==> config.mk <==
export PLATFORM = sky130hd
export DESIGN_NAME = conv_kern
export DESIGN_NICKNAME = d
export VERILOG_FILES = /design/src/source/cnn_pkg.sv /design/src/source/conv_kern.sv
export SDC_FILE = /design/constraint.sdc
export NUM_CORES = 2
export LEC_CHECK = 0
export ABC_AREA = 1
export BUFFER_PORTS_ARGS = -buffer_cell sky130_fd_sc_hd__buf_4
export CAP_MARGIN = 20
export CORE_AREA = 3 3 484 390
export CTS_BUF_LIST = sky130_fd_sc_hd__clkbuf_8
export CTS_CLUSTER_SIZE = 8
export DETAILED_ROUTE_END_ITERATION = 8
export DIE_AREA = 0 0 487 393
export GPL_TIMING_DRIVEN = 0
export SETUP_SLACK_MARGIN = 0.3
export SKIP_CTS_REPAIR_TIMING = 1
export SLEW_MARGIN = 10
export SYNTH_ARGS = -nofsm -noshare
export SYNTH_HDL_FRONTEND = slang
export SYNTH_SLANG_ARGS = --single-unit
==> constraint.sdc <==
create_clock -name clk -period 14.7 [get_ports clk]
set_input_delay 4.41 -clock clk [delete_from_list [all_inputs] [get_ports clk]]
set_output_delay 4.41 -clock clk [all_outputs]
set_load 0.005 [all_outputs]
==> src/source/cnn_pkg.sv <==
package cnn_pkg;

	// ------------------------------
	// Data widths
	// ------------------------------
	localparam int KERN_TAPS = 9;              // 3x3 window

	typedef logic        [7:0]  pix_t;         // Image pixel, unsigned
	typedef logic signed [7:0]  weight_t;      // Kernel weight
	typedef logic signed [15:0] coef_t;        // Scale or bias
	typedef logic signed [19:0] acc_t;         // Nine products summed
	typedef logic        [7:0]  act_t;         // Activation byte
	typedef logic        [11:0] dim_t;         // Frame width or height
	typedef logic        [11:0] delay_t;       // Delay in cycles
	typedef logic        [3:0]  reg_idx_t;     // Word index in register map

	// ------------------------------
	// Register map
	// ------------------------------
	localparam reg_idx_t REG_WIDTH_HEIGHT = 4'd1;
	localparam reg_idx_t REG_DELAY_PARAMS = 4'd2;
	localparam reg_idx_t REG_LAYER_CONFIG = 4'd4;
	localparam reg_idx_t REG_INPUT_IMAGE  = 4'd5;  // Table write, one pixel
	localparam reg_idx_t REG_WEIGHT       = 4'd6;  // Table write, one tap
	localparam reg_idx_t REG_PARAM        = 4'd7;  // Table write, scale and bias
	localparam reg_idx_t REG_LAYER_START  = 4'd8;
	localparam reg_idx_t REG_LAYER_DONE   = 4'd9;

	// AHB-Lite codes
	localparam logic [1:0] HTRANS_NONSEQ = 2'b10;
	localparam logic [1:0] HTRANS_SEQ    = 2'b11;
	localparam logic [1:0] HRESP_OKAY    = 2'b00;

	// Tap 0 top-left, tap 8 bottom-right
	typedef struct packed {
		pix_t [KERN_TAPS-1:0] tap;
	} win_t;

	typedef struct packed {
		dim_t   width;
		dim_t   height;
		delay_t start_up_delay;
		delay_t hsync_delay;
		logic   act_type;        // 0 ReLU, 1 linear
		logic [4:0] bias_shift;  // Applied before the bias add
		logic [2:0] act_shift;   // Applied after the bias add
		logic [1:0] rsvd;
	} layer_cfg_t;

	typedef struct packed {
		weight_t [KERN_TAPS-1:0] wt;
		coef_t scale;
		coef_t bias;
	} kern_coef_t;

	typedef enum logic [1:0] {
		ST_IDLE,
		ST_VSYNC,   // Start-up delay, coefficients load here
		ST_DATA,    // One pixel per cycle
		ST_HSYNC    // Gap between rows
	} frame_state_t;

endpackage

==> src/source/conv_kern.sv <==
`timescale 1ns/100ps

module conv_kern (
	input  logic clk,
	input  logic rstn,
	input  cnn_pkg::layer_cfg_t cfg_i,
	input  cnn_pkg::kern_coef_t coef_i,
	input  cnn_pkg::win_t win_i,
	input  logic vld_i,
	output cnn_pkg::act_t act_o,
	output logic vld_o
);
	import cnn_pkg::*;

	localparam int PROD_W = $bits(pix_t) + $bits(weight_t) + 1;   // Pixel gets a sign bit
	localparam int SCL_W  = $bits(acc_t) + $bits(coef_t);

	logic signed [PROD_W-1:0] prod_q [KERN_TAPS];
	acc_t sum_d;
	acc_t acc_q;
	logic signed [SCL_W-1:0] scaled;
	logic signed [SCL_W:0] biased;       // One bit of headroom for the bias add
	logic signed [SCL_W:0] shifted;
	act_t act_d;
	logic [1:0] vld_q;                   // Valid after stage 1 and stage 2

	// ------------------------------
	// Stage 1, nine products
	// ------------------------------
	always_ff @(posedge clk) begin
		for (int t = 0; t < KERN_TAPS; t++) begin
			prod_q[t] <= $signed({1'b0, win_i.tap[t]}) * $signed(coef_i.wt[t]);
		end
	end

	// Stage 2, adder tree
	always_comb begin
		sum_d = '0;
		for (int t = 0; t < KERN_TAPS; t++) begin
			sum_d = sum_d + prod_q[t];   // Fits 20 bits for 8x8 operands
		end
	end

	always_ff @(posedge clk) begin
		acc_q <= sum_d;
	end

	// ------------------------------
	// Stage 3, scale, bias, activation
	// ------------------------------
	always_comb begin
		scaled  = acc_q * $signed(coef_i.scale);
		biased  = (scaled >>> cfg_i.bias_shift) + $signed(coef_i.bias);
		shifted = biased >>> cfg_i.act_shift;
		if (cfg_i.act_type) begin
			// Linear, saturate to a signed byte
			if (shifted > 127)
				act_d = 8'h7f;
			else if (shifted < -128)
				act_d = 8'h80;
			else
				act_d = shifted[7:0];
		end else begin
			// ReLU, saturate to an unsigned byte
			if (shifted < 0)
				act_d = 8'h00;
			else if (shifted > 255)
				act_d = 8'hff;
			else
				act_d = shifted[7:0];
		end
	end

	always_ff @(posedge clk) begin
		act_o <= act_d;
	end

	// Valid alongside the three stages
	always_ff @(posedge clk or negedge rstn) begin
		if (!rstn) begin
			vld_q <= '0;
			vld_o <= 1'b0;
		end else begin
			vld_q <= {vld_q[0], vld_i};
			vld_o <= vld_q[1];
		end
	end

endmodule

[Yosys cells after proc, flatten, opt, wreduce, memory -nomap -nowiden]
Memories as Yosys holds them, arrays and structs flattened.
Index checks and enable logic that the tools add are counted.
Operators by class
  $add $sub $neg: 9
  $mul: 10
  shift-type cells: 2
  magnitude comparators: 4
  multiplexer cells: 5
Operators by type and width (count)
  $mul A9 B8 Y17: 9
  $add A20 B17 Y20: 5
  $mux W8: 5
  $add A37 B16 Y37: 1
  $gt A37 B8 Y1 const B: 1
  $gt A37 B9 Y1 const B: 1
  $lt A37 B1 Y1 const B: 1
  $lt A37 B8 Y1 const B: 1
  $sshr A36 B5 Y37: 1
  $sshr A37 B3 Y37: 1
  $mul A20 B16 Y36: 1
  $add A19 B17 Y20: 1
  $add A18 B17 Y19: 1
  $add A17 B17 Y18: 1
Word-level totals
  memories kept: 1
  bits in writable memories: 153
  bits in registers: 31
  output and inout port bits: 9
  word-level logic and storage cells: 35
  input bits: 238
Memory list
  prod_q: words 9, width 17, read ports 9, clocked after Yosys merged registers in 0, wr ports 9, RTL line conv_kern.sv:18  | logic signed [PROD_W-1:0] prod_q [KERN_TAPS];

[Logic depth before layout (Yosys ltp)]
  depth after elaboration: 8
  mapped depth: 67
  depth with buffers taken out: 66

[Worst setup path after synthesis]
OpenSTA, ideal clock, no wires.
  kind: input to register
  from: input coef_i[17] (netlist bit)
  to: register act_o[0]
  arrival: 12.254 ns
  data required time: 14.588 ns
  setup slack: 2.333 ns
  path buffers: 1
  cell stages on the path: 53
  path through: clkbuf_1 > nand2_1 > fa_1 > inv_1 > fa_1 > inv_1 > fa_1 > fa_1 > fa_1 > fa_1 > inv_1 > ha_1 > nand2_1 > nor4_1 > inv_1 > o211ai_1 > a21o_1 > or2_2 > (+17 left out) > nand2_1 > nand2_1 > nand2_1 > nand2_1 > nand2_1 > nand3_1 > nand2_1 > nand2_1 > nand3_2 > nand2_1 > nor2_1 > nand2_1 > nor2_2 > nand4_1 > nand3_2 > nand2_1 > nand2_1 > nand2_1
Between the ends
  longest elaborated chain between the ends: 8
Ends and longest elaborated chain
  start: declaration: RTL line conv_kern.sv:7  | input cnn_pkg::kern_coef_t coef_i,
  $mul A20 B16 Y36 *: RTL line conv_kern.sv:52  | scaled = acc_q * $signed(coef_i.scale);
  $sshr A36 B5 Y37 *: RTL line conv_kern.sv:53  | biased = (scaled >>> cfg_i.bias_shift) + $signed(coef_i.bias);
  $add A37 B16 Y37 *: RTL line conv_kern.sv:53
  $sshr A37 B3 Y37 *: RTL line conv_kern.sv:54  | shifted = biased >>> cfg_i.act_shift;
  $gt A37 B9 Y1 / $lt A37 B8 Y1 (equally long branches): RTL line conv_kern.sv:67, conv_kern.sv:59
  $mux W8 (on tied branches): RTL line conv_kern.sv:67, conv_kern.sv:59
  $mux W8 (on tied branches): RTL line conv_kern.sv:65, conv_kern.sv:57
  $mux W8 *: RTL line conv_kern.sv:55  | if (cfg_i.act_type) begin
  net act_d[0]: RTL line conv_kern.sv:24  | act_t act_d;
  end signal: assignment: RTL line conv_kern.sv:75  | act_o <= act_d;
  end: declaration: RTL line conv_kern.sv:10  | output cnn_pkg::act_t act_o,
Mark *: on every way through the listed nets, which the timed path passes. The rest lies on a longest branch.

[Final worst setup path]
  from: input coef_i[24] (netlist bit)
  to: register act_o[0]
The elaborated chain is that of the path after synthesis.

==> out/qor.csv <==
stage,metric,value,unit
critical_path,Register-to-Register Path Depth,58,
critical_path,cell family with most CP delay,simple AND/OR/NAND/NOR gates,
drt,Routed Antenna Nets,0,
timing,setup_tns,0,ns
global_route,GRT Overall Usage,13.85,%
die,Die W,487,um
timing,fin crit share,93.12,%
critical_path,Worst path depth,61,
min_path,hold depth,0,
global_route,first-pass GRT wire length,210500,um
timing,skew final,0.03169,ns
critical_path,cell mode on critical path,nand2_1,
final_layout,Layout area overhead,8.439,%
final_layout,Finished Core Util,27.10,%
critical_path,CP Launch Point,coef_i[24],
drt,DRC viols,0,
final_layout,sequential cell area,0.003699,mm^2
critical_path,CP arrival,14.18,ns
final_layout,most frequent cells in the layout,"inv_1 (1657), nand2_1 (1583), fa_1 (773)",
global_route,grt total ovfl,0,
drt,vias per inst,4.333,
timing,final setup vio count,0,
drt,Routed WL,129500,um
critical_path,CP Max Fanout,10,
critical_path,CP Launch Type,input pin,
die,die footprint,0.1914,mm^2
timing,relative slew slack,47.06,%
critical_path,worst r2r src,acc_q[11],
min_path,min-delay src,vld_q[0],
critical_path,"slowest stage cell, crit path",clkbuf_1,
clock_tree,Num CTS Buffers,17,
yosys,Post-synth EDFFs,0,
final_layout,fraction of layout cells with a size suffix above 1,3.190,%
timing,Tmin final,13.69,ns
yosys,Yosys warning count,0,
yosys,"Seq/Total Area, Yosys",8.029,%
global_route,initial antenna violation count,31,
clock_tree,clock buffer depth,2,
drt,DRT Pass-1 Iters,6,
yosys,"Net Count, Synth",7801,
final_layout,"commonest non-fill, non-tap cell in the layout",inv_1,
clock_tree,CTS tree,yes,
timing,RSZ-0062 raised after global routing,false,
drt,routed length per instance,14.75,um
clock_tree,clock transition at the registers of the reported paths,0.13,ns
yosys,Synth Flop Type,dfxtp_1,
global_route,number of global-route vias before repair,39592,
clock_tree,H-Tree Depth,4,
critical_path,Crit path largest cell delay,0.58,ns
place,Area after DPL,0.04945,mm^2
timing,worst-margin pin slew,0.7941,ns
yosys,synthesized netlist cell count,6257,
outcome,outcome,finished clean,
place,port bufs,45,
timing,Final Hold Vio Count,0,
critical_path,"Req. time, crit path",15.19,ns
final_layout,Non-Filler Instances,8782,
critical_path,Critical path buffers and inverters,9,
drt,Starting DRT DRC Count,2621,
final_layout,fill count,20066,
critical_path,crit path kind,input pin to register,
yosys,Post-synth ARST share,1.630,%
place,Final GP Congestion,0.9491,
drt,routed via count,38055,
clock_tree,CTS sink count,184,
place,HPWL Detailed,115200,um
timing,Max Clk Rate,73.05,MHz
die,Cell Rows,141,
critical_path,CP endpoint kind,register,
final_layout,# nets final,7865,
final_layout,multi-input logic area,0.03512,mm^2
yosys,synthesized flop and latch total,184,
yosys,Syn Area/Cell,7.362,um^2
place,Cells after DPL,8733,
yosys,Syn Std Cell Area,0.04607,mm^2
job,max-cap viol count,0,
final_layout,fin area,0.04995,mm^2
yosys,synth unique cells,44,
die,core area,0.1844,mm^2
clock_tree,CTS Root Buffer Type,clkbuf_8,
die,num ports,247,
min_path,hold crit path type,register to register,
die,Die Height,393,um
timing,Final Slew Violations,0,
global_route,pin count of the biggest net entering global routing,22,
clock_tree,Clock Latency Late Sink,0.59,ns
die,Starting Density,24.99,%
==> cell type report <==
cell class | instances | area share, %
Buffer | 262 | 2.024
Inverter | 1665 | 12.51
Antenna cell | 18 | 0.09017
Multi-Input combinational cell | 4146 | 70.30
Clock inverter | 13 | 0.4058
Tap cell | 2431 | 6.089
Sequential cell | 184 | 7.404
Clock buffer | 18 | 0.4959
Timing Repair Buffer | 45 | 0.6763
==> state kept, by name, indices dropped and copies added, names as in the netlist <==
register and flops:
acc_q 20, act_o 8, prod_q 153, vld_o 1, vld_q 2
==> metrics by stage <==
step / hold WS (ns) / setup WS [ns]
after floorplan: 0.3312 / 2.333
after global placement: 0.3417 / 0.5311
after detailed placement: 0.3458 / 0.3989
after CTS: 0.3777 / 1.059
after global routing: 0.3835 / 0.3127
final: 0.3734 / 1.011
==> worst register-to-register path, delay by kind of cell (launching register included) <==
family,cells,cell delay [ns]
flip-flops,1,0.32
AO/OA/AOI/OAI,4,0.83
buffers and inverters,6,1.25
adder cells (fa/ha/maj),9,4.28
AND/OR/NAND/NOR,39,3.87
==> Yosys cell counts, drive strengths merged, types with 13 or more instances <==
master	n	share of area (%)
nand2	1592	13
nand3	381	4.3
nor2	222	1.9
fa	773	34
clkbuf	237	1.9
dfxtp	181	7.9
or2	61	0.83
buf	25	0.24
a21oi	189	2.1
inv	1662	14
xnor2	51	0.97
a21o	13	0.21
ha	533	14
o21ai	122	1.3
xor2	105	2.0
nand4	28	0.38
o21bai	17	0.28
==> worst paths after layout <==
kind | slack (ns) | to
max in group asynchronous | 11.03 | vld_q[0]
setup reg to reg | 4.01 | act_o[0]
setup / recovery | 1.01 | act_o[0]
hold / removal | 0.37 | vld_q[1]
hold reg to reg | 0.37 | vld_q[1]
min in group asynchronous | 3.58 | vld_o
==> per-layer routing <==
layer | vias to the layer above | GRT usage, % | routed length [um]
li1 | 18503 | - | -
met1 | 18357 | 19.00 | 59900
met2 | 1018 | 21.96 | 57150
met3 | 155 | 3.276 | 9719
met4 | 22 | 3.218 | 2628
met5 | - | 0 | 145
==> logic make-up after synthesis <==
group                    after synthesis  share of synthesized area [%]
adder cells (fa/ha/maj)             1306                          48.07
XOR/XNOR                             156                          2.966
flip-flops                           184                          8.029
AO/OA/AOI/OAI                        379                          4.533
AND/OR/NAND/NOR                     2304                          20.65
multiplexers                           1                        0.02173
buffers and inverters               1927                          15.73
Power is not shown: default switching activity piles up to over one toggle a cycle in this logic, so the estimate is an artifact.
