==> src/source/cnn_pkg.sv <==
package cnn_pkg;

	// ------------------------------
	// Data widths
	// ------------------------------
	localparam int KERN_TAPS = 9;              // 3x3 window

	typedef logic        [7:0]  pix_t;         // Image pixel, unsigned
	typedef logic signed [7:0]  weight_t;      // Kernel weight
	typedef logic signed [15:0] coef_t;        // Scale or bias
	typedef logic signed [19:0] acc_t;         // Nine products summed
	typedef logic        [7:0]  act_t;         // Activation byte
	typedef logic        [11:0] dim_t;         // Frame width or height
	typedef logic        [11:0] delay_t;       // Delay in cycles
	typedef logic        [3:0]  reg_idx_t;     // Word index in register map

	// ------------------------------
	// Register map
	// ------------------------------
	localparam reg_idx_t REG_WIDTH_HEIGHT = 4'd1;
	localparam reg_idx_t REG_DELAY_PARAMS = 4'd2;
	localparam reg_idx_t REG_LAYER_CONFIG = 4'd4;
	localparam reg_idx_t REG_INPUT_IMAGE  = 4'd5;  // Table write, one pixel
	localparam reg_idx_t REG_WEIGHT       = 4'd6;  // Table write, one tap
	localparam reg_idx_t REG_PARAM        = 4'd7;  // Table write, scale and bias
	localparam reg_idx_t REG_LAYER_START  = 4'd8;
	localparam reg_idx_t REG_LAYER_DONE   = 4'd9;

	// AHB-Lite codes
	localparam logic [1:0] HTRANS_NONSEQ = 2'b10;
	localparam logic [1:0] HTRANS_SEQ    = 2'b11;
	localparam logic [1:0] HRESP_OKAY    = 2'b00;

	// Tap 0 top-left, tap 8 bottom-right
	typedef struct packed {
		pix_t [KERN_TAPS-1:0] tap;
	} win_t;

	typedef struct packed {
		dim_t   width;
		dim_t   height;
		delay_t start_up_delay;
		delay_t hsync_delay;
		logic   act_type;        // 0 ReLU, 1 linear
		logic [4:0] bias_shift;  // Applied before the bias add
		logic [2:0] act_shift;   // Applied after the bias add
		logic [1:0] rsvd;
	} layer_cfg_t;

	typedef struct packed {
		weight_t [KERN_TAPS-1:0] wt;
		coef_t scale;
		coef_t bias;
	} kern_coef_t;

	typedef enum logic [1:0] {
		ST_IDLE,
		ST_VSYNC,   // Start-up delay, coefficients load here
		ST_DATA,    // One pixel per cycle
		ST_HSYNC    // Gap between rows
	} frame_state_t;

endpackage

==> src/source/frame_ctrl.sv <==
`timescale 1ns/100ps

module frame_ctrl #(
	parameter int IMG_AW = 10
) (
	input  logic clk,
	input  logic rstn,
	input  cnn_pkg::layer_cfg_t cfg_i,
	input  logic start_i,
	output logic vsync_run_o,
	output cnn_pkg::delay_t vsync_cnt_o,
	output logic data_run_o,
	output cnn_pkg::dim_t row_o,
	output cnn_pkg::dim_t col_o,
	output logic [IMG_AW-1:0] pix_addr_o
);
	import cnn_pkg::*;

	frame_state_t state;
	logic last_col;
	logic last_row;

	assign last_col = (col_o == cfg_i.width - 1'b1);
	assign last_row = (row_o == cfg_i.height - 1'b1);

	// vsync_cnt_o doubles as the hsync counter, cleared on every DATA entry
	always_ff @(posedge clk or negedge rstn) begin
		if (!rstn) begin
			state       <= ST_IDLE;
			vsync_cnt_o <= '0;
			row_o       <= '0;
			col_o       <= '0;
			pix_addr_o  <= '0;
		end else begin
			case (state)
				ST_IDLE: begin
					if (start_i) begin
						state       <= ST_VSYNC;
						vsync_cnt_o <= '0;
					end
				end
				ST_VSYNC: begin
					if (vsync_cnt_o == cfg_i.start_up_delay - 1'b1) begin
						state       <= ST_DATA;
						vsync_cnt_o <= '0;
						row_o       <= '0;
						col_o       <= '0;
						pix_addr_o  <= '0;
					end else begin
						vsync_cnt_o <= vsync_cnt_o + 1'b1;
					end
				end
				ST_DATA: begin
					pix_addr_o <= pix_addr_o + 1'b1;   // Raster order, no row jump
					if (last_col) begin
						col_o <= '0;
						row_o <= row_o + 1'b1;
						if (last_row)
							state <= ST_IDLE;            // No gap after last row
						else if (cfg_i.hsync_delay != '0)
							state <= ST_HSYNC;
					end else begin
						col_o <= col_o + 1'b1;
					end
				end
				ST_HSYNC: begin
					if (vsync_cnt_o == cfg_i.hsync_delay - 1'b1) begin
						state       <= ST_DATA;
						vsync_cnt_o <= '0;
					end else begin
						vsync_cnt_o <= vsync_cnt_o + 1'b1;
					end
				end
				default: state <= ST_IDLE;
			endcase
		end
	end

	assign vsync_run_o = (state == ST_VSYNC);
	assign data_run_o  = (state == ST_DATA);

endmodule

==> config.mk <==
export PLATFORM = sky130hd
export DESIGN_NAME = frame_ctrl
export DESIGN_NICKNAME = d
export VERILOG_FILES = /design/src/source/cnn_pkg.sv /design/src/source/frame_ctrl.sv
export SDC_FILE = /design/constraint.sdc
export NUM_CORES = 1
export LEC_CHECK = 0
export BUFFER_PORTS_ARGS = -buffer_cell sky130_fd_sc_hd__buf_2
export CAP_MARGIN = 5
export CORE_MARGIN = 5
export CORE_UTILIZATION = 55
export CTS_CLUSTER_SIZE = 14
export DETAILED_ROUTE_END_ITERATION = 10
export PLACE_DENSITY_LB_ADDON = 0.25
export SETUP_SLACK_MARGIN = 0.4
export SLEW_MARGIN = 20
export SYNTH_ARGS = -nofsm -noshare
export SYNTH_HDL_FRONTEND = slang
export SYNTH_SLANG_ARGS = --single-unit
==> constraint.sdc <==
create_clock -name clk -period 3.3 [get_ports clk]
set_input_delay 0.66 -clock clk [delete_from_list [all_inputs] [get_ports clk]]
set_output_delay 0.66 -clock clk [all_outputs]
set_load 0.005 [all_outputs]
Word level (Yosys, flattened, before mapping)

Index checks and enable logic that the tools add are counted.

$add $sub $neg: 8
$mul: 0
Divide/modulo/power cells: 0
Order comparisons: 0
Eq/ne operators: 12
Shifts and indexed selects: 0
Muxes and demuxes: 18
Bitwise operators: 0
Reductions and logical operators: 8

Operator list:

| kind                                                 | count |
|---|---|
| 2-to-1 mux 12 bit                                    | 6 |
| equality test 12 bit                                 | 4 |
| one-hot mux 12 bit (2 select lines)                  | 2 |
| subtractor 12 x 1 -> 12 bit (second input constant)  | 4 |
| adder 12 x 1 -> 12 bit (second input constant)       | 3 |
| one-hot mux 12 bit (3 select lines)                  | 1 |
| one-hot mux 10 bit (2 select lines)                  | 1 |
| 2-to-1 mux 2 bit                                     | 6 |
| nonzero test 12 bit                                  | 1 |
| adder 10 x 1 -> 10 bit (second input constant)       | 1 |
| 2-to-1 mux 10 bit                                    | 1 |
| one-hot mux 2 bit (4 select lines)                   | 1 |
| AND reduction 5 bit                                  | 1 |
| equality test 2 bit (second input constant)          | 2 |
| != test 2 x 1 -> 1 bit (second input constant)       | 2 |
| != test 2 bit (second input constant)                | 2 |
| AND reduction 2 bit                                  | 2 |
| != test 3 x 1 -> 1 bit (second input constant)       | 1 |
| AND reduction 3 bit                                  | 1 |
| nonzero test 3 bit                                   | 1 |
| equality test 2 x 1 -> 1 bit (second input constant) | 1 |
| zero test 2 bit                                      | 1 |
| nonzero test 2 bit                                   | 1 |

Register bits after elaboration: 48
Bits in latches: 0
RAM bits: 0
Bits in read-only memories: 0
Input bits: 62
Word-level logic and storage cells: 51
Memories kept: 0

Depth between registers and ports, before layout

Depth after elaboration: 5
Mapped depth: 11
Gate-level depth less buffers: 10

Worst setup path after synthesis

Ideal clock, no wire load.

Path type: input-to-reg
Start: input cfg_i[35] (netlist name)
End: register state[1]
Setup time: 0.127 ns
Data arrival time: 3.028 ns
Data required time: 3.173 ns
Setup slack: 0.145 ns
Stages: 10
Cells stage by stage: inv_1 -> ha_1 -> or4b_1 -> clkbuf_1 -> a2111oi_0 -> nor2_1 -> mux2_2 -> o41ai_1 -> o211a_1 -> mux2_1

Cells in the longest elaborated chain, start to end: 5
Elaborated cells between the ends (all ways): 7
Those cells by class: 1 x add/sub; 2 x eq/ne; 3 x mux; 1 x reduce/logical

RTL lines:

| what                               | line             | source |
|---|---|---|
| start: declaration                 | frame_ctrl.sv:8  | `input cnn_pkg::layer_cfg_t cfg_i,` |
| subtractor 12 x 1 -> 12 bit (*)    | frame_ctrl.sv:24 | `assign last_row = (row_o == cfg_i.height - 1'b1);` |
| equality test 12 bit (*)           | frame_ctrl.sv:24 |  |
| 2-to-1 mux 2 bit                   | frame_ctrl.sv:58 | `if (last_row)` |
| 2-to-1 mux 2 bit                   | frame_ctrl.sv:55 | `if (last_col) begin` |
| one-hot mux 2 bit (4 select lines) | frame_ctrl.sv:35 | `case (state)` |
| end signal: assignment             | frame_ctrl.sv:38 | `state <= ST_VSYNC;` |
| end signal: assignment             | frame_ctrl.sv:59 | `state <= ST_IDLE;` |
| end signal: assignment             | frame_ctrl.sv:61 | `state <= ST_HSYNC;` |
| end: declaration                   | frame_ctrl.sv:19 | `frame_state_t state;` |

Mark *: on every way between the ends. The rest lies on a longest branch, timed or not. The select of a mux whose other input is x is not followed.
A chain may end at the register's enable or synchronous reset.

Final worst setup path

Start: input cfg_i[14] (netlist name)
End: register state[1]

Cells in the longest elaborated chain, start to end: 4
Elaborated cells between the ends (all ways): 6
Those cells by class: 1 x add/sub; 3 x eq/ne; 2 x reduce/logical

RTL lines:

| what                                     | line             | source |
|---|---|---|
| subtractor 12 x 1 -> 12 bit              | frame_ctrl.sv:67 | `if (vsync_cnt_o == cfg_i.hsync_delay - 1'b1) begin` |
| equality test 12 bit                     | frame_ctrl.sv:67 |  |
| != test 2 bit (no source line)           | --               |  |
| AND reduction 5 bit (no source line) (*) | --               |  |
| end signal: assignment                   | frame_ctrl.sv:61 |  |
| end signal: assignment                   | frame_ctrl.sv:68 | `state <= ST_DATA;` |
| end signal: assignment                   | frame_ctrl.sv:74 | `default: state <= ST_IDLE;` |

Mark *: on every way between the ends. The rest lies on a longest branch, timed or not.

==> metrics.md <==
| Metric | Value |
|---|---|
| CTS tree | `yes` |
| Synthesized flop and latch total | `48` |
| Nets | `729` |
| Crit path arrival time | `3.12 ns` |
| HP Class | `input pin to asynchronous set/reset pin` |
| Post-synth top area share | `27.2%` |
| Core area | `7770 um^2` |
| Pwr Density | `471 nW/um^2` |
| Die W | `99.6 um` |
| Site Rows | `32` |
| Setup violators final | `0` |
| Grt ovf | `0` |
| Prevailing post-synth register cell | `dfrtp_1` |
| Area grow syn2layout | `25.6%` |
| Cell at the slowest stage of the critical path | `or4_4` |
| Relative slew slack | `50.3%` |
| Clock slew at reported path FFs | `0.09 ns` |
| Worst-path fanout max | `3` |
| Peak per-stage delay on the critical path | `0.54 ns` |
| Critical path type | `input pin to register` |
| Pins Over Slew Limit | `0` |
| Synthesized Nets | `605` |
| VDD IR max | `407 uV` |
| Final hold slack | `0.413 ns` |
| Initial antenna violation count | `0` |
| Internal reg-to-reg setup slack | `0.66 ns` |
| Avg Cell Area, Syn | `8.32 um^2` |
| Leakage | `0.00251 uW` |
| Vias in the first global route | `4407` |
| Post-synthesis compound-gate area fraction | `22.0%` |
| Max-cap violation count | `0` |
| Antenna cells | `0` |
| RSZ-0062 raised after global routing | `yes` |
| Least-Margin Pin Slew | `0.746 ns` |
| CTS root buf | `clkbuf_8` |
| Leading area contributor after synthesis | `dfrtp_1` |
| Status | `finished, final reports clean` |
| Post-route cell area | `5540 um^2` |
| CTS sink cnt | `48` |
| Dpl cell area | `5260 um^2` |
| Cell with the most instances after synthesis | `dfrtp_1` |
| Routed WL | `12.0 mm` |
| CP bufs+invs | `1` |
| TritonCTS buffer count | `5` |
| Yosys warning count | `0` |
| Gr usage total | `23.6%` |
| Ports | `110` |
| XOR/XNOR Fraction of Synth Area | `10.5%` |
| # port buffers | `98` |
| DR pass1 iterations | `4` |
| Min Clock Period, post-route | `2.92 ns` |
| Seq/Total Area, Yosys | `27.2%` |
| Total die area | `9910 um^2` |
| Synth cell count leaders | `48 x dfrtp_1, 42 x nor2_1, 32 x xnor2_1` |
| Die height | `99.6 um` |
| Layout cell share with drive strength beyond 1 | `28.7%` |
| Synth Area in Simple Gates | `30.2%` |
| Final period utilization | `88.5%` |
| Fill cells | `636` |
| Post-DP HPWL | `9.14 mm` |
| Top post-synthesis cells by area | `dfrtp_1 27%, xnor2_1 6.4%, xor2_1 4.2%` |
| Gate Count Post-Synth | `530` |
| Worst reg2reg startpoint | `col_o[8]$_DFFE_PN0P_` |
| Post-layout worst setup margin | `0.379 ns` |
| GP Congestion | `0.911` |
| Post-synthesis cell area | `4410 um^2` |
| Clk_skew | `0.00370 ns` |
| CP Launch Type | `input pin` |
| Largest net degree at the start of global routing | `34` |
| Power Total | `2610 uW` |
| Multiplexer share of the synthesized area | `2.33%` |
| Routed len/inst | `15.9 um` |
| CP delay by family, top | `simple AND/OR/NAND/NOR gates` |
| Worst r2r dst | `row_o[10]$_DFFE_PN0P_` |
| Pre-CTS setup slack | `-0.0711 ns` |
| R2R depth | `9` |
| First-pass GRT wire length | `19.8 mm` |
| Library cells used by synthesis | `75` |
| First DRT Iteration DRCs | `189` |
| Post-DR vias/cell | `5.96` |
| Vias | `4515` |
| H-tree depth | `2` |
| Worst-Skew Late Latency | `0.30 ns` |
| Crit-path cells | `buf_2, or4_4, or3_1, a2111o_1, a32oi_2, a41oi_2, nor2_4, o211a_1, mux2_4` |
| Starting Density | `56.8%` |
| Nature of the critical path endpoint | `register` |
| Fmax achieved | `342 MHz` |
| Synth Area in Adders | `3.69%` |
| Largest family of logic cells by synthesized area | `simple AND/OR/NAND/NOR gates` |
| WP data required | `3.50 ns` |
| Post-route DRC | `0` |
| Fraction of registers with async set/reset | `100%` |
| Max Buffers Root-to-Sink | `2` |
| Final Hold Fails | `0` |
| Post-synth EDFFs | `0` |
| ANT nets after route | `0` |
kinds of logic (layout without fill, tap and decap cells):
family          count (synthesis)  count (layout)
xor+xnor                       53              53
fa+ha+maj                      13              13
compound gates                133             133
buf+inv                        42             167
mux                            10              10
simple gates                  231             231
flops                          48              48
how the worst max path moves through the flow:
stage	end	slack, ns	depth (start not counted)	start
after global placement	pix_addr_o[9]$_DFFE_PN0P_	-0.01	10	cfg_i[23]
final	state[1]$_DFFE_PN0P_	0.38	9	cfg_i[14]
after detailed placement	pix_addr_o[8]$_DFFE_PN0P_	-0.07	10	cfg_i[23]
after floorplan	state[1]$_DFFE_PN0P_	0.27	8	cfg_i[12]
after CTS	vsync_cnt_o[5]$_DFFE_PN0P_	0.37	10	cfg_i[14]
after global routing	vsync_cnt_o[5]$_DFFE_PN0P_	0.28	10	cfg_i[14]
worst register-to-register path: cells and delay by family, from the launching register on:
kind                   cells  cell delay, ns
DFF                        1            0.48
and+or+nand+nor            4            0.99
buffers and inverters      1            0.20
AOI/OAI and AO/OA          4            0.90
area by class of cell:
cell class	count	area (um^2)	share of cell area (%)
well taps	102	128	2.30
flip-flops and latches	48	1200	21.7
repair buffers	133	792	14.3
inverters	26	97.6	1.76
clock inverters	1	7.51	0.136
multi-input cells	440	3230	58.3
clock buffers	7	86.3	1.56
state kept, by name, summed over array words and instances (netlist names):
register and count:
pix_addr_o 10, col_o 12, state 2, vsync_cnt_o 12
row_o 12
layout by cell type, fill, tap and decap left out, types with 3 or more instances in the layout:
cell type / n
a21oi_1: 10
a21oi_2: 3
a221o_1: 3
a22o_1: 11
a31oi_1: 9
and3_1: 15
and4_1: 5
buf_2: 95
buf_4: 32
buf_6: 5
clkbuf_8: 6
dfrtp_1: 48
ha_1: 12
inv_1: 25
mux2i_1: 8
nand2_1: 26
nand2b_1: 16
nand3_1: 27
nand4_1: 7
nor2_1: 41
nor2b_1: 15
nor3_1: 17
nor3_2: 4
nor3b_1: 4
nor4_1: 6
nor4_2: 3
nor4b_4: 3
o21a_1: 6
o21ai_0: 24
o21ai_1: 21
o31ai_1: 11
o41ai_4: 3
or2_2: 4
or3_1: 11
or4_1: 4
or4_4: 5
xnor2_1: 32
xor2_1: 21
routing by layer:
layer  track usage (%)  up-vias  part of all wire, %
met2              42.4      118                   50
met4              4.10        0                  1.2
met5                 0        -                    0
li1                  -     2217                    -
met3              4.14       18                  5.4
met1              30.0     2162                   43
where the power goes:
part	switching [uW]	internal, uW	total (uW)
logic	792	667	1460
clock network	204	171	375
registers	121	656	778
what timing repair did:
action	in CTS	in global routing
buffers inserted	4	3
gates resized for setup	12	20
hold endpoints to repair	0	0
pin swaps	11	11
hold buffers	0	0
endpoints found under the setup margin	39	41
per-stage QoR:
stage	setup TNS, ns	utilization (%)	instances
final	0	71.3	757
after global routing	0	71.3	757
after CTS	0	70.1	754
after detailed placement	-0.676	67.7	742
after global placement	-0.0364	67.7	742
after floorplan	0	-	530
Power figures use the tool's default switching activity.
