<file path="src/source/cnn_pkg.sv">
package cnn_pkg;

	// ------------------------------
	// Data widths
	// ------------------------------
	localparam int KERN_TAPS = 9;              // 3x3 window

	typedef logic        [7:0]  pix_t;         // Image pixel, unsigned
	typedef logic signed [7:0]  weight_t;      // Kernel weight
	typedef logic signed [15:0] coef_t;        // Scale or bias
	typedef logic signed [19:0] acc_t;         // Nine products summed
	typedef logic        [7:0]  act_t;         // Activation byte
	typedef logic        [11:0] dim_t;         // Frame width or height
	typedef logic        [11:0] delay_t;       // Delay in cycles
	typedef logic        [3:0]  reg_idx_t;     // Word index in register map

	// ------------------------------
	// Register map
	// ------------------------------
	localparam reg_idx_t REG_WIDTH_HEIGHT = 4'd1;
	localparam reg_idx_t REG_DELAY_PARAMS = 4'd2;
	localparam reg_idx_t REG_LAYER_CONFIG = 4'd4;
	localparam reg_idx_t REG_INPUT_IMAGE  = 4'd5;  // Table write, one pixel
	localparam reg_idx_t REG_WEIGHT       = 4'd6;  // Table write, one tap
	localparam reg_idx_t REG_PARAM        = 4'd7;  // Table write, scale and bias
	localparam reg_idx_t REG_LAYER_START  = 4'd8;
	localparam reg_idx_t REG_LAYER_DONE   = 4'd9;

	// AHB-Lite codes
	localparam logic [1:0] HTRANS_NONSEQ = 2'b10;
	localparam logic [1:0] HTRANS_SEQ    = 2'b11;
	localparam logic [1:0] HRESP_OKAY    = 2'b00;

	// Tap 0 top-left, tap 8 bottom-right
	typedef struct packed {
		pix_t [KERN_TAPS-1:0] tap;
	} win_t;

	typedef struct packed {
		dim_t   width;
		dim_t   height;
		delay_t start_up_delay;
		delay_t hsync_delay;
		logic   act_type;        // 0 ReLU, 1 linear
		logic [4:0] bias_shift;  // Applied before the bias add
		logic [2:0] act_shift;   // Applied after the bias add
		logic [1:0] rsvd;
	} layer_cfg_t;

	typedef struct packed {
		weight_t [KERN_TAPS-1:0] wt;
		coef_t scale;
		coef_t bias;
	} kern_coef_t;

	typedef enum logic [1:0] {
		ST_IDLE,
		ST_VSYNC,   // Start-up delay, coefficients load here
		ST_DATA,    // One pixel per cycle
		ST_HSYNC    // Gap between rows
	} frame_state_t;

endpackage

</file>
<file path="src/source/coef_loader.sv">
`timescale 1ns/100ps

module coef_loader #(
	parameter int N_KERN = 4,
	parameter int IMG_AW = 10
) (
	input  logic clk,
	input  logic rstn,
	input  logic wt_we_i,
	input  logic prm_we_i,
	input  logic [IMG_AW-1:0] tbl_addr_i,
	input  logic [31:0] tbl_data_i,
	input  logic vsync_run_i,
	input  cnn_pkg::delay_t vsync_cnt_i,
	output cnn_pkg::kern_coef_t [N_KERN-1:0] coef_o
);
	import cnn_pkg::*;

	localparam int N_WT   = KERN_TAPS * N_KERN;
	localparam int WT_AW  = $clog2(N_WT);
	localparam int PRM_AW = (N_KERN > 1) ? $clog2(N_KERN) : 1;

	weight_t wt_mem [N_WT];          // Entry k*9+t is tap t of kernel k
	logic [31:0] prm_mem [N_KERN];   // {bias, scale}
	logic wt_rd_en;
	logic [WT_AW-1:0] wt_rd_addr;
	logic prm_rd_en;
	logic [PRM_AW-1:0] prm_rd_addr;
	weight_t wt_dout;
	logic [31:0] prm_dout;
	logic wt_en_d;
	logic [WT_AW-1:0] wt_addr_d;
	logic prm_en_d;
	logic [PRM_AW-1:0] prm_addr_d;

	// ------------------------------
	// Stores, bus write and sync read
	// ------------------------------
	always_ff @(posedge clk) begin
		if (wt_we_i && tbl_addr_i < N_WT)
			wt_mem[tbl_addr_i[WT_AW-1:0]] <= weight_t'(tbl_data_i[7:0]);
		if (prm_we_i && tbl_addr_i < N_KERN)
			prm_mem[tbl_addr_i[PRM_AW-1:0]] <= tbl_data_i;
		if (wt_rd_en)
			wt_dout <= wt_mem[wt_rd_addr];
		if (prm_rd_en)
			prm_dout <= prm_mem[prm_rd_addr];
	end

	// Walk the stores in the first start-up cycles
	assign wt_rd_en    = vsync_run_i && (vsync_cnt_i < N_WT);
	assign wt_rd_addr  = vsync_cnt_i[WT_AW-1:0];
	assign prm_rd_en   = vsync_run_i && (vsync_cnt_i < N_KERN);
	assign prm_rd_addr = vsync_cnt_i[PRM_AW-1:0];

	// Line up enable and address with the read data
	always_ff @(posedge clk or negedge rstn) begin
		if (!rstn) begin
			wt_en_d  <= 1'b0;
			prm_en_d <= 1'b0;
		end else begin
			wt_en_d  <= wt_rd_en;
			prm_en_d <= prm_rd_en;
		end
	end

	always_ff @(posedge clk) begin
		wt_addr_d  <= wt_rd_addr;
		prm_addr_d <= prm_rd_addr;
	end

	// ------------------------------
	// Per-kernel coefficient registers
	// ------------------------------
	always_ff @(posedge clk) begin
		for (int k = 0; k < N_KERN; k++) begin
			for (int t = 0; t < KERN_TAPS; t++) begin
				if (wt_en_d && wt_addr_d == WT_AW'(k*KERN_TAPS + t))
					coef_o[k].wt[t] <= wt_dout;
			end
			if (prm_en_d && prm_addr_d == PRM_AW'(k)) begin
				coef_o[k].scale <= coef_t'(prm_dout[15:0]);
				coef_o[k].bias  <= coef_t'(prm_dout[31:16]);
			end
		end
	end

endmodule

</file>
<file path="config.mk">
export PLATFORM = sky130hd
export DESIGN_NAME = coef_loader
export DESIGN_NICKNAME = d
export VERILOG_FILES = /design/src/source/cnn_pkg.sv /design/src/source/coef_loader.sv
export SDC_FILE = /design/constraint.sdc
export NUM_CORES = 1
export LEC_CHECK = 0
export ABC_AREA = 1
export BUFFER_PORTS_ARGS = -buffer_cell sky130_fd_sc_hd__buf_2
export CAP_MARGIN = 25
export CORE_UTILIZATION = 53
export CTS_BUF_LIST = sky130_fd_sc_hd__clkbuf_8
export DETAILED_ROUTE_END_ITERATION = 16
export PLACE_DENSITY_LB_ADDON = 0.3
export RECOVER_POWER = 50
export SLEW_MARGIN = 10
export SYNTH_ARGS = -nofsm -noshare
export SYNTH_HDL_FRONTEND = slang
export SYNTH_SLANG_ARGS = --single-unit
</file>
<file path="constraint.sdc">
create_clock -name clk -period 3.13 [get_ports clk]
set_clock_uncertainty 0.2 [all_clocks]
set_input_delay 0.626 -clock clk [delete_from_list [all_inputs] [get_ports clk]]
set_output_delay 0.626 -clock clk [all_outputs]
set_load 0.01 [all_outputs]
</file>
# --- After elaboration in Yosys (flattened, before gate mapping) ---
# Memory sizes are Yosys's and may differ from the RTL's. A register that Yosys moved wholly into a read port is not among the register bits.
# Index checks and enable logic that the tools add are counted.
totals:
  ram_bits: 416
  ff_bits: 426
  output_inout_bits: 416
  in_bits: 59
  rom_bits: 0
  elab_cells: 142
  latch_bits: 0
  n_memories: 2
classes:
  reduce_logical: 46
  multipliers: 0
  n_eq_ne: 38
  n_shift: 0
  magnitude_cmp: 4
  div: 0
  addsub: 0
  bitwise_logic: 0
  mux: 4
mem_list:
  columns: ["memory", "words", "word_bits", "read_ports", "rd_clocked_by_memory_dff", "write_ports", "line", "source"]
  rows:
  - ["wt_mem", 36, 8, 1, 1, 1, "coef_loader.sv:23", "weight_t wt_mem [N_WT];"]
  - ["prm_mem", 4, 32, 1, 1, 1, "coef_loader.sv:24", "logic [31:0] prm_mem [N_KERN];"]
op_table:
  columns: ["op", "count"]
  rows:
  - ["equality test 6 x 5 -> 1 bit, second input constant", 16]
  - ["equality test 6 x 4 -> 1 bit, second input constant", 8]
  - ["logical AND 1 bit", 44]
  - ["equality test 6 x 3 -> 1 bit, second input constant", 4]
  - ["equality test 6 bit, second input constant", 4]
  - ["equality test 6 x 2 -> 1 bit, second input constant", 2]
  - ["less-than comparator 12 x 3 -> 1 bit, second input constant", 1]
  - ["less-than comparator 12 x 6 -> 1 bit, second input constant", 1]
  - ["less-than comparator 10 x 3 -> 1 bit, second input constant", 1]
  - ["less-than comparator 10 x 6 -> 1 bit, second input constant", 1]
  - ["equality test 6 x 1 -> 1 bit, second input constant", 1]
  - ["zero test 6 bit", 1]
  - ["equality test 2 bit, second input constant", 2]
  - ["two-way mux 1 bit", 4]
  - ["equality test 2 x 1 -> 1 bit, second input constant", 1]
  - ["zero test 2 bit", 1]

# --- Depth between registers and ports, before layout ---
depth:
  depth_word: 4
  mapped_depth: 12
  ltp_nobuf: 10

# --- Least setup slack after synthesis ---
# OpenSTA, ideal clock, no wires.
synth_timing:
  path_kind: "input to register"
  start: "in vsync_cnt_i[2]"
  end: "reg prm_dout[0], read port of prm_mem, enable pin"
  required_time_ns: 2.467
  t_arrival_ns: 3.314
  path_slack_ns: -0.847
  n_path_buf: 1
  setup_ns: 0.463
  path_stages: 4
  cell_sequence: "buf_4 -> nor2_2 -> nand2_1 -> nor3_1"
synth_via:
  elab_chain_len: 2
synth_lines:
  columns: ["element", "line", "source"]
  rows:
  - ["start: declaration", "coef_loader.sv:14", "input cnn_pkg::delay_t vsync_cnt_i,"]
  - ["less-than comparator 12 x 3 -> 1 bit", "coef_loader.sv:53", "assign prm_rd_en = vsync_run_i && (vsync_cnt_i < N_KERN);"]
  - ["logical AND 1 bit", "coef_loader.sv:53", null]
  - ["named net prm_rd_en", "coef_loader.sv:27", "logic prm_rd_en;"]
  - ["end: declaration", "coef_loader.sv:30", "logic [31:0] prm_dout;"]
# The timed path passes the listed nets, and every way through them passes these cells.
# A chain may end at the register's enable or synchronous reset.

# --- Final worst setup path ---
layout_timing:
  start: "reg wt_dout[6], read port of wt_mem"
  end: "reg coef_o[366] in the netlist's numbering (data pin)"
layout_rtl:
  columns: ["element", "line", "source"]
  rows:
  - ["start: declaration", "coef_loader.sv:29", "weight_t wt_dout;"]
  - ["end: declaration", "coef_loader.sv:15", "output cnn_pkg::kern_coef_t [N_KERN-1:0] coef_o"]
# No word-level cell between the ends.

==> summary.txt <==
Critical path
  – Crit start category: flop
  – Crit Path Max Fanout: 36
  – Worst EP required: around 3200 ps
  – Crit Path Category: reg2reg
  – Crit-path max cell delay: roughly 1600 ps
  – CP max-delay cell: clkbuf_1
  – Crit path DAT: 2710 ps
  – Buf/Inv on CP: 1
  – R2R Path Start: wt_dout[6]
  – R2r worst-path depth: 1
  – Worst R2R End: coef_o[366]
  – Top delay family on crit path: buffers and inverters
  – R2R Setup Slk: 450 ps
  – CP endpoint kind: flop
  – Critical path cell sequence: clkbuf_1

Global routing
  – First-pass GRT wire length: between 100000 and 150000 um
  – Gr usage total: roughly 26%
  – Pin count of the biggest net entering global routing: approximately 130
  – Vias in the first global route: 18.4k
  – Aggregate global routing overflow: 0
  – Initial antenna violation count: 3

Logic synthesis
  – Cell taking the most area after synthesis: edfxtp_1
  – Mux contribution to synthesized area: 0%
  – Simple-gate share of the synthesized area: 10.0%
  – Mean Syn Cell Area: 15.5 sq um
  – Library cells used by synthesis: 22
  – Ys flop type: edfxtp_1
  – Post-synth net total: 2069
  – Async S/R FF share, synth: 0.227%
  – Synth Area in Compound Gates: 2.50%
  – Mapped cell area: around 31000 sq um
  – Main combinational cell family by area after synthesis: simple AND/OR/NAND/NOR gates
  – Share of the yosys chip area belonging to registers: 84.5%
  – Top cells by area, synth: edfxtp_1 (84%), nand2_1 (4.7%), nor2_1 (2.6%)
  – Cells after synthesis: 2010
  – Number of synthesized flops with an enable pin: ~870
  – Synth Area in XOR/XNOR: 0%
  – Count leader, synth: edfxtp_1
  – FF+latch count, synth: 880
  – Top-area cell type share of the netlist area: a little over four fifths
  – Commonest cells post-synth: edfxtp_1 (872), nand2_1 (387), nor2_1 (216), nand3_1 (160), inv_1 (128)
  – Synth Warn #: 0
  – Synth Area in Adders: 0%

Layout
  – Layout cells sized above 1: between 20 and 25%
  – Final Instance Area: around 37000 sq um
  – Layout area overhead: 20.0%
  – Final nets: 2713
  – Filler Cells Inserted: 4141

Worst hold path
  – HP Class: in2reg
  – WHS Path Cells: 2
  – Hold_sp: vsync_cnt_i[1]
  – WHS Endpoint: wt_addr_d[1]

Drt
  – Drc violations: 0
  – Post-route ant nets: 0
  – Via Count: about 19k
  – Initial drt markers: approximately 2.1k
  – Wire per inst: 21.9 um
  – Pre-antenna DRT Iters: 6
  – DRT Wirelength: 76900 um
  – DR vias/cell: 5.34

Floorplanning
  – Width of the die: between 200 and 250 um
  – Initial core utilization: 53.9%
  – Die height: 245 um
  – # IOs: 475
  – Die area: 59800 sq um
  – Row cnt: slightly below 90
  – Core area: around 58000 sq um

Job
  – Maxcap violations: 12

CTS
  – CTS Buffer Depth: 3
  – H-tree levels: 4
  – Clk Latency, worst-skew pair: 770 ps
  – Clock Sink Count: 880
  – Root buf cell: clkbuf_8
  – Post-CTS setup buffer count: 0
  – Clock transition at path regs: 60 ps
  – CTS Buf Count: 134
  – CTS tree: built

STA
  – Max Clk Rate: 0.373 GHz
  – Period utilization: 85.6%
  – Fin crit period: about 2700 ps
  – Max-slew violations: 442
  – Hold Vio Cnt, Final: 0
  – Actual slew at the worst max-slew pin: 2370 ps
  – Setup violators final: 0
  – Worst hold margin: roughly 180 ps
  – Rel. slew slack: -58.2%
  – RSZ-0062 raised after global routing: false

Outcome
  – Run status: finished, violations left
  – Failing checks: max-capacitance violations, max-slew violations

Placement
  – Placer Congestion: 0.907
  – IO buf count: 474
  – Dpl cell area: 35000 sq um
  – Detailed placer's ending HPWL: 49200 um

Power and ir drop
  – Peak supply drop: 0.432 mV
  – Static Leak: about 14 nW
  – Power Total: 22.1 mW
  – Pwr/cell area: a little under 600 nW/um^2
-- cell families after synthesis --
logic type | Yosys count
buffers and inverters | 212
and+or+nand+nor | 772
DFF | 880
AOI/OAI and AO/OA | 146
-- repair_timing --
item                                   in CTS  in global routing
hold buffers                               29                  0
gates resized for setup                     0                  0
endpoints found under the hold margin     100                  0
-- worst max path at each step --
| stage | startpoint | endpoint | slack, ps | cells past startpoint |
|---|---|---|---|---|
| 6_report | wt_dout[6] | coef_o[366] | 450 | 1 |
| 2_1_floorplan | tbl_addr_i[7] | prm_mem[0][0] | -710 | 5 |
| 5_1_grt | wt_dout[3] | coef_o[403] | 340 | 1 |
| 4_1_cts | vsync_cnt_i[0] | wt_dout[4] | 770 | 12 |
| 3_5_place_dp | tbl_addr_i[3] | wt_mem[29][4] | 400 | 8 |
| 3_3_place_gp | vsync_cnt_i[9] | prm_dout[17] | 430 | 5 |
-- cell usage in the layout (no fill, tap or decap) --
master / Yosys / final
edfxtp_1: 872 / 872
buf_2: 28 / 437
nand2_1: 387 / 387
nor2_1: 216 / 214
inv_1: 128 / 174
nand3_1: 160 / 160
clkbuf_8: 0 / 141
o21ai_0: 89 / 89
clkbuf_1: 25 / 61
buf_4: 17 / 44
o22ai_1: 40 / 40
dlygate4sd3_1: 0 / 29
clkinv_1: 1 / 23
a21oi_1: 17 / 17
clkinv_2: 0 / 10
clkbuf_2: 0 / 9
buf_12: 0 / 7
dfxtp_1: 6 / 6
diode_2: 0 / 4
inv_8: 0 / 4
nor2_4: 1 / 3
nor3_4: 0 / 3
clkinv_8: 0 / 3
clkinvlp_4: 0 / 3
inv_2: 3 / 2
nor3_1: 5 / 2
bufinv_16: 0 / 2
dfrtp_1: 2 / 2
inv_4: 0 / 1
nor2_2: 1 / 1
nand4_1: 1 / 1
nor4_1: 1 / 1
inv_6: 0 / 1
buf_6: 7 / 1
-- layout make-up --
type / instances / area (sq um) / share of cell area (%)
clock buffer: 141 / 1940 / 5.18
tap: 765 / 957 / 2.56
multi-input combinational: 918 / 3950 / 10.5
timing repair buffer: 588 / 3230 / 8.64
sequential: 880 / 26400 / 70.4
antenna: 4 / 10.0 / 0.0267
inverter: 132 / 498 / 1.33
clock inverter: 91 / 490 / 1.31
-- metrics by stage --
| step | std cells | worst slack (ps) | TNS, ps | util [%] |
|---|---|---|---|---|
| final | 3519 | 452 | 0 | 64.6 |
| after global routing | 3516 | 339 | 0 | 64.6 |
| after CTS | 3515 | 772 | 0 | 65.1 |
| after detailed placement | 3254 | 403 | 0 | 60.4 |
| after global placement | 3254 | 434 | 0 | 60.4 |
| after floorplan | 2010 | -710 | -45430 | - |
-- power by group --
group	switching [mW]	total (mW)	internal, mW
combinational	0.476	0.659	0.183
clock	4.24	8.60	4.36
sequential	0.00547	12.9	12.9
total	4.72	22.1	17.4
-- routing by layer --
metal | share of wire (%) | up-vias | GRT usage [%]
met2 | 50 | 949 | 42.0
met1 | 39 | 9265 | 33.6
met5 | 0 | - | 0
li1 | - | 8468 | -
met4 | 2.3 | 0 | 8.90
met3 | 8.2 | 127 | 6.09
-- sequential cells by signal, summed over array words and instances, names as in the netlist --
name        flops
coef_o        416
wt_mem        288
prm_mem       128
prm_dout       32
wt_dout         8
wt_addr_d       5
prm_addr_d      1
prm_en_d        1
wt_en_d         1
No activity file was read; power rests on OpenSTA's default activity.
